$ cat config.mk
export PLATFORM = sky130hd
export DESIGN_NAME = keypad_stats_top
export DESIGN_NICKNAME = d
export VERILOG_FILES = /design/src/common/keypad_pkg.sv /design/src/rtl/keypad_stats_top.sv /design/src/rtl/digit_tally.sv /design/src/rtl/key_history.sv /design/src/ps2_rx/ps2_make_filter.sv /design/src/ps2_rx/ps2_frame_receiver.sv
export SDC_FILE = /design/constraint.sdc
export NUM_CORES = 1
export LEC_CHECK = 0
export BUFFER_PORTS_ARGS = -buffer_cell sky130_fd_sc_hd__buf_2
export CORE_AREA = 2 2 199 201
export DETAILED_ROUTE_END_ITERATION = 7
export DIE_AREA = 0 0 201 203
export REMOVE_ABC_BUFFERS = 1
export SYNTH_ARGS = -nofsm -noshare
export SYNTH_HDL_FRONTEND = slang
export SYNTH_SLANG_ARGS = --single-unit
$ cat constraint.sdc
create_clock -name CLOCK_50_I -period 48.6 [get_ports CLOCK_50_I]
set_clock_uncertainty 0.05 [all_clocks]
set_input_delay 14.58 -clock CLOCK_50_I [delete_from_list [all_inputs] [get_ports CLOCK_50_I]]
set_output_delay 14.58 -clock CLOCK_50_I [all_outputs]
set_load 0.1 [all_outputs]
$ cat src/common/keypad_pkg.sv
// Keypad statistics shared definitions
// Scan code constants, frame format and the result record that leaves the top level

package keypad_pkg;

	localparam int HISTORY_DEPTH  = 15;  // Make codes kept in the history
	localparam int NUM_DIGITS     = 10;
	localparam int PS2_FRAME_BITS = 11;  // Start, 8 data, parity, stop
	localparam int PS2_COUNT_W    = $clog2(PS2_FRAME_BITS);

	typedef logic [7:0] scan_code_t;
	typedef logic [3:0] digit_t;
	typedef logic [3:0] digit_count_t;  // 0 to 15 hits in the history
	typedef logic [PS2_COUNT_W-1:0] ps2_bit_count_t;

	localparam digit_t NO_DIGIT = 4'd15;  // Key outside 0 to 9

	localparam scan_code_t SCAN_BREAK    = 8'hF0;
	localparam scan_code_t SCAN_EXTENDED = 8'hE0;

	// Set 2 make codes of the top row digits
	localparam scan_code_t SCAN_DIGIT_0 = 8'h45;
	localparam scan_code_t SCAN_DIGIT_1 = 8'h16;
	localparam scan_code_t SCAN_DIGIT_2 = 8'h1E;
	localparam scan_code_t SCAN_DIGIT_3 = 8'h26;
	localparam scan_code_t SCAN_DIGIT_4 = 8'h25;
	localparam scan_code_t SCAN_DIGIT_5 = 8'h2E;
	localparam scan_code_t SCAN_DIGIT_6 = 8'h36;
	localparam scan_code_t SCAN_DIGIT_7 = 8'h3D;
	localparam scan_code_t SCAN_DIGIT_8 = 8'h3E;
	localparam scan_code_t SCAN_DIGIT_9 = 8'h46;

	typedef struct packed {
		logic         valid;  // Count nonzero
		digit_t       digit;  // Most frequent digit
		digit_count_t count;  // Its number of hits
	} key_stats_t;

endpackage
$ cat src/rtl/keypad_stats_top.sv
// Keypad statistics top level
// PS/2 receiver, make code filter, key history and digit tally in a chain

`timescale 1ns/1ps

module keypad_stats_top (
	input  logic                   CLOCK_50_I,
	input  logic                   resetn,
	input  logic                   ps2_clock,
	input  logic                   ps2_data,
	output keypad_pkg::key_stats_t key_stats,
	output logic                   frame_error
);

	keypad_pkg::scan_code_t rx_code;
	logic                   rx_valid;
	keypad_pkg::scan_code_t make_code;
	logic                   make_valid;
	keypad_pkg::digit_t     history_digits [keypad_pkg::HISTORY_DEPTH];

	ps2_frame_receiver receiver_unit (
		.CLOCK_50_I (CLOCK_50_I),
		.resetn     (resetn),
		.ps2_clock  (ps2_clock),
		.ps2_data   (ps2_data),
		.rx_code    (rx_code),
		.rx_valid   (rx_valid),
		.frame_error(frame_error)
	);

	ps2_make_filter filter_unit (
		.CLOCK_50_I(CLOCK_50_I),
		.resetn    (resetn),
		.rx_code   (rx_code),
		.rx_valid  (rx_valid),
		.make_code (make_code),
		.make_valid(make_valid)
	);

	key_history history_unit (
		.CLOCK_50_I    (CLOCK_50_I),
		.resetn        (resetn),
		.make_code     (make_code),
		.make_valid    (make_valid),
		.history_digits(history_digits)
	);

	digit_tally tally_unit (
		.CLOCK_50_I    (CLOCK_50_I),
		.resetn        (resetn),
		.history_digits(history_digits),
		.key_stats     (key_stats)
	);

endmodule

$ cat src/rtl/digit_tally.sv
// Digit tally
// Counts every digit across the key history and registers the most frequent
// one with its count. Ties go to the higher digit.

`timescale 1ns/1ps

module digit_tally (
	input  logic                   CLOCK_50_I,
	input  logic                   resetn,
	input  keypad_pkg::digit_t     history_digits [keypad_pkg::HISTORY_DEPTH],
	output keypad_pkg::key_stats_t key_stats
);

	keypad_pkg::digit_count_t digit_counts [keypad_pkg::NUM_DIGITS];
	keypad_pkg::digit_t       best_digit;
	keypad_pkg::digit_count_t best_count;

	// Hits per digit, non-digit entries match nothing
	always_comb begin
		for (int d = 0; d < keypad_pkg::NUM_DIGITS; d++) begin
			digit_counts[d] = '0;
			for (int i = 0; i < keypad_pkg::HISTORY_DEPTH; i++) begin
				if (history_digits[i] == keypad_pkg::digit_t'(d)) begin
					digit_counts[d] = digit_counts[d] + keypad_pkg::digit_count_t'(1);
				end
			end
		end
	end

	// Scan upward so an equal count moves the pick to the higher digit
	always_comb begin
		best_digit = '0;
		best_count = digit_counts[0];
		for (int d = 1; d < keypad_pkg::NUM_DIGITS; d++) begin
			if ((digit_counts[d] != '0) && (digit_counts[d] >= best_count)) begin
				best_digit = keypad_pkg::digit_t'(d);
				best_count = digit_counts[d];
			end
		end
	end

	always_ff @(posedge CLOCK_50_I or negedge resetn) begin
		if (!resetn) begin
			key_stats <= '0;
		end else begin
			key_stats.valid <= (best_count != '0);  // No digit in history
			key_stats.digit <= best_digit;
			key_stats.count <= best_count;
		end
	end

endmodule

$ cat src/rtl/key_history.sv
// Key history
// Decodes each make code to a digit and keeps the last 15 in a shift register,
// entry 0 being the newest

`timescale 1ns/1ps

module key_history (
	input  logic                   CLOCK_50_I,
	input  logic                   resetn,
	input  keypad_pkg::scan_code_t make_code,
	input  logic                   make_valid,
	output keypad_pkg::digit_t     history_digits [keypad_pkg::HISTORY_DEPTH]
);

	keypad_pkg::digit_t new_digit;

	function automatic keypad_pkg::digit_t decode_digit(input keypad_pkg::scan_code_t code);
		keypad_pkg::digit_t result;
		case (code)
			keypad_pkg::SCAN_DIGIT_0: result = 4'd0;
			keypad_pkg::SCAN_DIGIT_1: result = 4'd1;
			keypad_pkg::SCAN_DIGIT_2: result = 4'd2;
			keypad_pkg::SCAN_DIGIT_3: result = 4'd3;
			keypad_pkg::SCAN_DIGIT_4: result = 4'd4;
			keypad_pkg::SCAN_DIGIT_5: result = 4'd5;
			keypad_pkg::SCAN_DIGIT_6: result = 4'd6;
			keypad_pkg::SCAN_DIGIT_7: result = 4'd7;
			keypad_pkg::SCAN_DIGIT_8: result = 4'd8;
			keypad_pkg::SCAN_DIGIT_9: result = 4'd9;
			default:                  result = keypad_pkg::NO_DIGIT;  // Still takes a slot
		endcase
		return result;
	endfunction

	assign new_digit = decode_digit(make_code);

	always_ff @(posedge CLOCK_50_I or negedge resetn) begin
		if (!resetn) begin
			for (int i = 0; i < keypad_pkg::HISTORY_DEPTH; i++) begin
				history_digits[i] <= keypad_pkg::NO_DIGIT;
			end
		end else if (make_valid) begin
			history_digits[0] <= new_digit;
			for (int i = 1; i < keypad_pkg::HISTORY_DEPTH; i++) begin
				history_digits[i] <= history_digits[i-1];  // Oldest entry drops off the end
			end
		end
	end

endmodule

$ cat src/ps2_rx/ps2_make_filter.sv
// PS/2 make code filter
// Drops extended prefixes and whole break sequences so only make codes pass on

`timescale 1ns/1ps

module ps2_make_filter (
	input  logic                   CLOCK_50_I,
	input  logic                   resetn,
	input  keypad_pkg::scan_code_t rx_code,
	input  logic                   rx_valid,
	output keypad_pkg::scan_code_t make_code,
	output logic                   make_valid
);

	typedef enum logic {
		FLT_IDLE,
		FLT_AFTER_BREAK
	} filter_state_t;

	filter_state_t filter_state;
	logic          is_make;

	// A plain byte seen in idle is a make code
	assign is_make = rx_valid
		&& (filter_state == FLT_IDLE)
		&& (rx_code != keypad_pkg::SCAN_EXTENDED)
		&& (rx_code != keypad_pkg::SCAN_BREAK);

	always_ff @(posedge CLOCK_50_I or negedge resetn) begin
		if (!resetn) begin
			filter_state <= FLT_IDLE;
			make_valid   <= 1'b0;
		end else begin
			make_valid <= is_make;
			if (rx_valid) begin
				case (filter_state)
					FLT_IDLE: begin
						if (rx_code == keypad_pkg::SCAN_BREAK) begin
							filter_state <= FLT_AFTER_BREAK;  // Next byte is the released key
						end
					end
					FLT_AFTER_BREAK: begin
						filter_state <= FLT_IDLE;  // Released key swallowed
					end
					default: begin
						filter_state <= FLT_IDLE;
					end
				endcase
			end
		end
	end

	always_ff @(posedge CLOCK_50_I) begin
		if (is_make) begin
			make_code <= rx_code;
		end
	end

endmodule

$ cat src/ps2_rx/ps2_frame_receiver.sv
// PS/2 frame receiver
// Synchronizes the keyboard clock and data lines, shifts in 11-bit frames
// on falling clock edges and checks start, odd parity and stop bits.

`timescale 1ns/1ps

module ps2_frame_receiver (
	input  logic                   CLOCK_50_I,
	input  logic                   resetn,
	input  logic                   ps2_clock,
	input  logic                   ps2_data,
	output keypad_pkg::scan_code_t rx_code,
	output logic                   rx_valid,
	output logic                   frame_error
);

	typedef enum logic {
		RX_IDLE,
		RX_RECEIVING
	} rx_state_t;

	rx_state_t rx_state;

	logic [1:0] clock_sync;  // Two-flop synchronizers
	logic [1:0] data_sync;
	logic       clock_prev;
	logic       clock_fall;

	keypad_pkg::ps2_bit_count_t bit_count;
	logic [keypad_pkg::PS2_FRAME_BITS-1:0] frame_shift;
	logic [keypad_pkg::PS2_FRAME_BITS-1:0] frame_next;
	logic last_bit;
	logic frame_ok;

	always_ff @(posedge CLOCK_50_I or negedge resetn) begin
		if (!resetn) begin
			clock_sync <= 2'b11;  // Bus idles high
			data_sync  <= 2'b11;
			clock_prev <= 1'b1;
		end else begin
			clock_sync <= {clock_sync[0], ps2_clock};
			data_sync  <= {data_sync[0], ps2_data};
			clock_prev <= clock_sync[1];
		end
	end

	assign clock_fall = clock_prev & ~clock_sync[1];

	// LSB arrives first, so new bits enter at the top
	assign frame_next = {data_sync[1], frame_shift[keypad_pkg::PS2_FRAME_BITS-1:1]};

	assign last_bit = (bit_count ==
		keypad_pkg::ps2_bit_count_t'(keypad_pkg::PS2_FRAME_BITS - 1));

	// Start low, stop high, odd parity over data and parity bit
	assign frame_ok = ~frame_next[0]
		& frame_next[keypad_pkg::PS2_FRAME_BITS-1]
		& (^frame_next[keypad_pkg::PS2_FRAME_BITS-2:1]);

	always_ff @(posedge CLOCK_50_I or negedge resetn) begin
		if (!resetn) begin
			rx_state    <= RX_IDLE;
			bit_count   <= '0;
			rx_valid    <= 1'b0;
			frame_error <= 1'b0;
		end else begin
			rx_valid    <= 1'b0;  // Single-cycle pulses
			frame_error <= 1'b0;
			if (clock_fall) begin
				case (rx_state)
					RX_IDLE: begin
						bit_count <= keypad_pkg::ps2_bit_count_t'(1);  // Start bit taken
						rx_state  <= RX_RECEIVING;
					end
					RX_RECEIVING: begin
						if (last_bit) begin
							bit_count   <= '0;
							rx_state    <= RX_IDLE;
							rx_valid    <= frame_ok;
							frame_error <= ~frame_ok;
						end else begin
							bit_count <= bit_count + keypad_pkg::ps2_bit_count_t'(1);
						end
					end
					default: begin
						rx_state <= RX_IDLE;
					end
				endcase
			end
		end
	end

	// Frame bits and received byte
	always_ff @(posedge CLOCK_50_I) begin
		if (clock_fall) begin
			frame_shift <= frame_next;
		end
		if (clock_fall && last_bit) begin
			rx_code <= frame_next[8:1];  // Data byte between start and parity
		end
	end

endmodule

# Yosys cells after proc, flatten, opt, wreduce, memory -nomap -nowiden
# Index checks and enable logic that the tools add are counted.
# Widths: inputs -> output; s select.
[totals]
reg_bits = 110
in_bits = 4
out_inout_bits = 10
wordCells = 557
[op_classes]
n_addsub = 141
magnitude_cmp = 9
eq_ne = 149
mux = 181
bitwise_logic = 8
n_reduce_logical = 39
[op_table]
columns = ["operator", "count"]
rows = [
  ["$mux 4", 152],
  ["$add 4x1->4 const B", 131],
  ["$eq 4x3->1 const B", 60],
  ["$eq 4x4->1 const B", 31],
  ["$eq 4x2->1 const B", 30],
  ["$eq 4x1->1 const B", 15],
  ["$logic_not 4->1", 15],
  ["$eq 8x6->1 const B", 6],
  ["$pmux 4 s10", 1],
  ["$reduce_bool 4->1", 10],
  ["$ge 4x4->1", 9],
  ["$add 1x1->2 const B", 10],
  ["$mux 1", 19],
  ["$eq 8x5->1 const B", 2],
  ["$eq 8x7->1 const B", 2],
  ["$ne 8x8->1 const B", 2],
  ["$logic_and 1x1->1", 13],
  ["$mux 3", 4],
  ["$reduce_xor 9->1", 1],
  ["$eq 8x8->1 const B", 1],
  ["$pmux 4 s2", 1],
  ["$not 1->1", 5],
  ["$mux 2", 2],
  ["$pmux 1 s2", 2],
  ["$and 1x1->1", 3],
]

# Logic depth before layout (Yosys ltp)
[depth]
ltp_word = 58
depth_mapped = 125
mapped_depth_nobuf = 124

# Hierarchy
# From an unflattened synthesis, not the netlist that was laid out.
[unflattened]
cells_unflattened = 2178
area_unflattened_um2 = 18146.2
[modules_own_cells]
columns = ["mod", "instances", "cells_per_inst", "area_per_inst_um2", "seq_area_each_um2"]
rows = [
  ["digit_tally", 1, 1931, 14126.0, 225.2],
  ["key_history", 1, 165, 2570.0, 1576.5],
  ["ps2_frame_receiver", 1, 66, 1109.8, 847.1],
  ["ps2_make_filter", 1, 16, 340.3, 290.3],
]

# Worst setup path after synthesis
# Ideal clock, no wire load.
[synth_timing]
path_type = "register to register"
from = "register history_unit.history_digits[56] (netlist name)"
to = "register tally_unit.key_stats[8] (netlist name)"
setup_ns = 0.090
arrival_time_ns = 20.249
required_ns = 48.460
path_slack_ns = 28.211
path_stages_with_launch = 121
n_path_buf = 1
synth_period_minus_slack_ns = 20.389
path_cell_list = "dfstp_2 clkbuf_1 nand2b_1 nor3_1 ha_1 xnor2_1 inv_1 ha_1 nand2_1 o21ai_0 ha_1 nor2_1 nor2_1 ha_1 nand2_1 o31a_1 inv_2 ha_1 [85 not listed] o21ai_1 inv_1 ha_1 o21ai_0 nand2b_1 o41ai_1 nand2b_1 nand2b_1 nand2_1 ha_1 nand2b_1 a21o_1 a21o_1 a21oi_1 a41oi_1 inv_1 nand2_1 o2111ai_1"
[synth_between]
elab_chain_len = 58
word_cells_on_any_way = 337
cone_classes = "140 x add/sub; 9 x order compare; 9 x eq/ne; 159 x mux; 20 x reduce/logical"
[synth_lines]
columns = ["element", "line", "text"]
rows = [
  ["start, declared", "key_history.sv:12", "output keypad_pkg::digit_t history_digits [keypad_pkg::HISTORY_DEPTH]"],
  ["start signal, assigned by index", "key_history.sv:40", "history_digits[i] <= keypad_pkg::NO_DIGIT;"],
  ["start signal, assigned by index", "key_history.sv:45", "history_digits[i] <= history_digits[i-1];"],
  ["$eq 4x1->1 or $logic_not 4->1 (tied branches)", "digit_tally.sv:23", "if (history_digits[i] == keypad_pkg::digit_t'(d)) begin"],
  ["$mux 1", "digit_tally.sv:23", ""],
  ["$add 1x1->2", "digit_tally.sv:24", "digit_counts[d] = digit_counts[d] + keypad_pkg::digit_count_t'(1);"],
  ["$mux 4", "digit_tally.sv:23", ""],
  ["$add 4x1->4", "digit_tally.sv:24", ""],
  ["$mux 4", "digit_tally.sv:23", ""],
  ["$add 4x1->4", "digit_tally.sv:24", ""],
  ["$mux 4", "digit_tally.sv:23", ""],
  ["[42 not listed]", "n/a", ""],
  ["$mux 4", "digit_tally.sv:35", "if ((digit_counts[d] != '0) && (digit_counts[d] >= best_count)) begin"],
  ["$ge 4x4->1", "digit_tally.sv:35", ""],
  ["$logic_and 1x1->1", "digit_tally.sv:35", ""],
  ["$mux 4", "digit_tally.sv:35", ""],
  ["$ge 4x4->1", "digit_tally.sv:35", ""],
  ["$logic_and 1x1->1", "digit_tally.sv:35", ""],
  ["$mux 4 *", "digit_tally.sv:35", ""],
  ["$reduce_bool 4->1 *", "digit_tally.sv:46", "key_stats.valid <= (best_count != '0);"],
]
# Every way passes the cells marked *; elsewhere a longest branch is shown, timed or not.
# A chain may end at the register's enable or synchronous reset.

# Worst setup path after layout
[layout_timing]
from = "register history_unit.history_digits[56] (netlist name)"
to = "register tally_unit.key_stats[8] (netlist name)"
[layout_between]
elab_chain_len = 58
word_cells_on_any_way = 337
cone_classes = "140 x add/sub; 9 x order compare; 9 x eq/ne; 159 x mux; 20 x reduce/logical"
[layout_lines]
columns = ["element", "line"]
rows = [
  ["$eq 4x1->1 or $logic_not 4->1 (tied branches)", "digit_tally.sv:23"],
  ["$mux 1", "digit_tally.sv:23"],
  ["$add 1x1->2", "digit_tally.sv:24"],
  ["$mux 4", "digit_tally.sv:23"],
  ["$add 4x1->4", "digit_tally.sv:24"],
  ["$mux 4", "digit_tally.sv:23"],
  ["$add 4x1->4", "digit_tally.sv:24"],
  ["$mux 4", "digit_tally.sv:23"],
  ["[42 not listed]", "n/a"],
  ["$mux 4", "digit_tally.sv:35"],
  ["$ge 4x4->1", "digit_tally.sv:35"],
  ["$logic_and 1x1->1", "digit_tally.sv:35"],
  ["$mux 4", "digit_tally.sv:35"],
  ["$ge 4x4->1", "digit_tally.sv:35"],
  ["$logic_and 1x1->1", "digit_tally.sv:35"],
  ["$mux 4 *", "digit_tally.sv:35"],
  ["$reduce_bool 4->1 *", "digit_tally.sv:46"],
]
# Marked as above.

==> out/qor.csv <==
metric,value,unit
status,finished clean,
die_w,201,µm
synth.distinct_cells,111,
gr-total-overflow,0,
synthesis.area,0.0192,mm²
period_minus_slack,23.28,ns
worstSetupStartpointType,flip-flop,
worst_pin_slew,1.25,ns
grt_pass1_wl,77300,µm
worst-endpoint-arrival,23.52,ns
maxSlewViolCount,0,
yosys_warnings,0,
hold_viol,0,
wl,46100,µm
via_per_inst,5.84,
crit_path_frequent_cell,ha_1,
cap_viol_max_count,0,
max-vdd-ir-drop,108,µV
core_area,0.0385,mm²
gp_congestion,0.850,
cp_max_fo,9,
die_area,0.0408,mm²
syn_to_final_growth,4.08,%
drive_gt1_share,12.8,%
antenna_found_initial,0,
relSlewSlack,15.2,%
remaining_drc_errors,0,
io_pins,14,
grt_pass1_vias,16000,
antenna_cells,0,
die_h,203,µm
critPathKind,flip-flop to flip-flop,
cts_setup_buffers,0,
fillCellCount,3674,
finalHoldWorstSlack,0.310,ns
hpwl,37600,µm
track_usage,22.9,%
cts_tree,built,
cts_root_buffer,clkbuf_16,
cts_buffer_depth,2,
fin_crit_sh,47.9,%
syn_avg_cell_area,8.15,µm²
dr.pass1.iters,5,
powerDensity,66.9,mW/mm²
instances_no_fill,2815,
final-setup-viol-count,0,
cts.sinks,109,
critPathMaxStageDelay,0.61,ns
async_flop_share,76.1,%
grt_max_degree,63,
fin_nets,2465,
clock.fmax,0.0430,GHz
synth_edf_count,26,
wire_per_inst,16.4,µm
synth-main-ff-cell,dfstp_2,
drt-initial-drc-count,873,
total_power,1.33,mW
io_buffer_count,13,
min_path_type,flip-flop to flip-flop,
ys_seq_elements,109,
postCtsResizedCells,0,
holdBufCountCts,0,
cts_buffers,9,
whs_path_depth,0,
ant_nets,0,
p_leak,8.97,nW
htreeDepth,3,
rsz0062_at_grt,false,
required,48.85,ns
num_vias,16400,
seq_area_frac_synth,15.3,%
rows,72,
syn_inst,2352,
initial_core_util,49.8,%
crit_path_end_kind,flip-flop,
clk_pin_slew,0.08,ns
clock_latency,0.37,ns
crit_slowest_cell,dfstp_2,
placedCellCount,2799,
reg2regPathDepth,119,
fin_tns_setup,0,ns
## routing by layer
layer	wire length [µm]	GRT usage, %
met1	22800	31.4
met2	21100	39.0
met5	0	0
met3	1290	1.30
met4	927	6.38
## area by class of cell
type	count	area [µm²]	area share, %
sequential	109	2940	14.7
clock inverter	7	96.3	0.483
inverter	140	526	2.64
multi-input combinational	2007	15300	77.0
clock buffer	9	225	1.13
tap	518	648	3.25
timing repair buffer	25	158	0.791
## critical path: cells and delay by family, from the launching register on
kind / cells / cell delay, ns
AO/OA/AOI/OAI: 41 / 7.63
adder cells (fa/ha/maj): 22 / 6.38
AND/OR/NAND/NOR: 42 / 5.68
buffers and inverters: 9 / 0.97
XOR/XNOR: 2 / 0.95
multiplexers: 3 / 0.91
flip-flops: 1 / 0.61
## through the flow
stage | area [µm²] | util [%] | setup WS (ns)
6_report | 19900 | 51.8 | 25.32
5_1_grt | 19900 | 51.8 | 22.78
4_1_cts | 19900 | 51.8 | 25.44
3_5_place_dp | 19600 | 51.0 | 25.54
3_3_place_gp | 19600 | 51.0 | 26.40
2_1_floorplan | 18800 | - | 28.36
## kinds of logic after synthesis
logic type                 share of synthesized area, %
muxes                                              6.91
xor gates and xnor gates                           21.8
AOI/OAI and AO/OA                                  13.3
and+or+nand+nor                                    26.8
adders and majority gates                          11.2
buffers and inverters                              4.69
DFF                                                15.3
## synthesized netlist by cell type, drive strengths merged, types with 18 or more instances
master  instances  area share [%]
a21oi          67             1.8
a31oi          29             1.0
and2           21            0.70
and3           29            0.95
clkbuf         85             1.7
dfrtp          18             2.4
dfstp          65             8.9
edfxtp         26             4.1
ha            169              11
inv           139             2.7
mux2           92             5.4
mux2i          28             1.5
nand2         301             5.9
nand2b         38             1.2
nand3          69             1.8
nand4          28            0.91
nor2          184             3.6
nor2b          32             1.0
nor3           80             2.1
nor4           31             1.5
nor4b          37             2.4
nor4bb         19            0.99
o21ai          80             2.2
xnor2         254              12
xnor3          30             3.5
xor2          108             5.1
## power by group
group | switching [mW] | internal [mW] | total [mW]
clock network | 0.0409 | 0.0380 | 0.0789
registers | 0.00303 | 0.102 | 0.105
logic | 0.672 | 0.479 | 1.15
total | 0.716 | 0.619 | 1.33
## sequential cells by signal, indices dropped and copies added, names as in the netlist, 2 cells and up
signal and flops:
receiver_unit.frame_shift 10, filter_unit.make_code 8, receiver_unit.data_sync 2, receiver_unit.clock_sync 2
receiver_unit.rx_code 8, history_unit.history_digits 60, receiver_unit.bit_count 4, tally_unit.key_stats 9
## layout by cell type (no fill, tap or decap), types with 14 or more instances in the layout
| master | Yosys | final |
|---|---|---|
| nand3_1 | 69 | 69 |
| xnor2_1 | 239 | 239 |
| mux2_2 | 90 | 90 |
| o31ai_1 | 17 | 17 |
| mux2i_1 | 28 | 28 |
| ha_1 | 169 | 169 |
| nor4bb_1 | 19 | 19 |
| dfstp_2 | 65 | 65 |
| and3_1 | 29 | 29 |
| nand2_1 | 299 | 299 |
| nor4b_1 | 24 | 23 |
| nand2b_1 | 38 | 38 |
| o21ai_0 | 70 | 70 |
| nand4_1 | 28 | 28 |
| and2_1 | 20 | 20 |
| edfxtp_1 | 26 | 26 |
| o211ai_1 | 17 | 17 |
| nor2b_1 | 32 | 32 |
| a21o_1 | 14 | 14 |
| nor4_1 | 21 | 18 |
| a31oi_1 | 28 | 28 |
| nor3_1 | 80 | 80 |
| xor2_1 | 104 | 104 |
| inv_1 | 133 | 133 |
| nor2_1 | 184 | 184 |
| dfrtp_1 | 18 | 17 |
| xnor3_1 | 27 | 27 |
| a21oi_1 | 65 | 65 |
## final timing paths
path | endpoint | slack, ns | from
max | tally_unit.key_stats[8]$_DFF_PN0_ | 25.32 | history_unit.history_digits[56]$_DFFE_PN1P_
min | receiver_unit.clock_sync[1]$_DFF_PN1_ | 0.31 | receiver_unit.clock_sync[0]$_DFF_PN1_
max reg2reg | tally_unit.key_stats[8]$_DFF_PN0_ | 25.32 | history_unit.history_digits[56]$_DFFE_PN1P_
min reg2reg | receiver_unit.clock_sync[1]$_DFF_PN1_ | 0.31 | receiver_unit.clock_sync[0]$_DFF_PN1_
max in group asynchronous | history_unit.history_digits[2]$_DFFE_PN1P_ | 33.38 | resetn
min in group asynchronous | filter_unit.filter_state$_DFFE_PN0P_ | 14.12 | resetn
No activity file was read; power rests on OpenSTA's default activity.
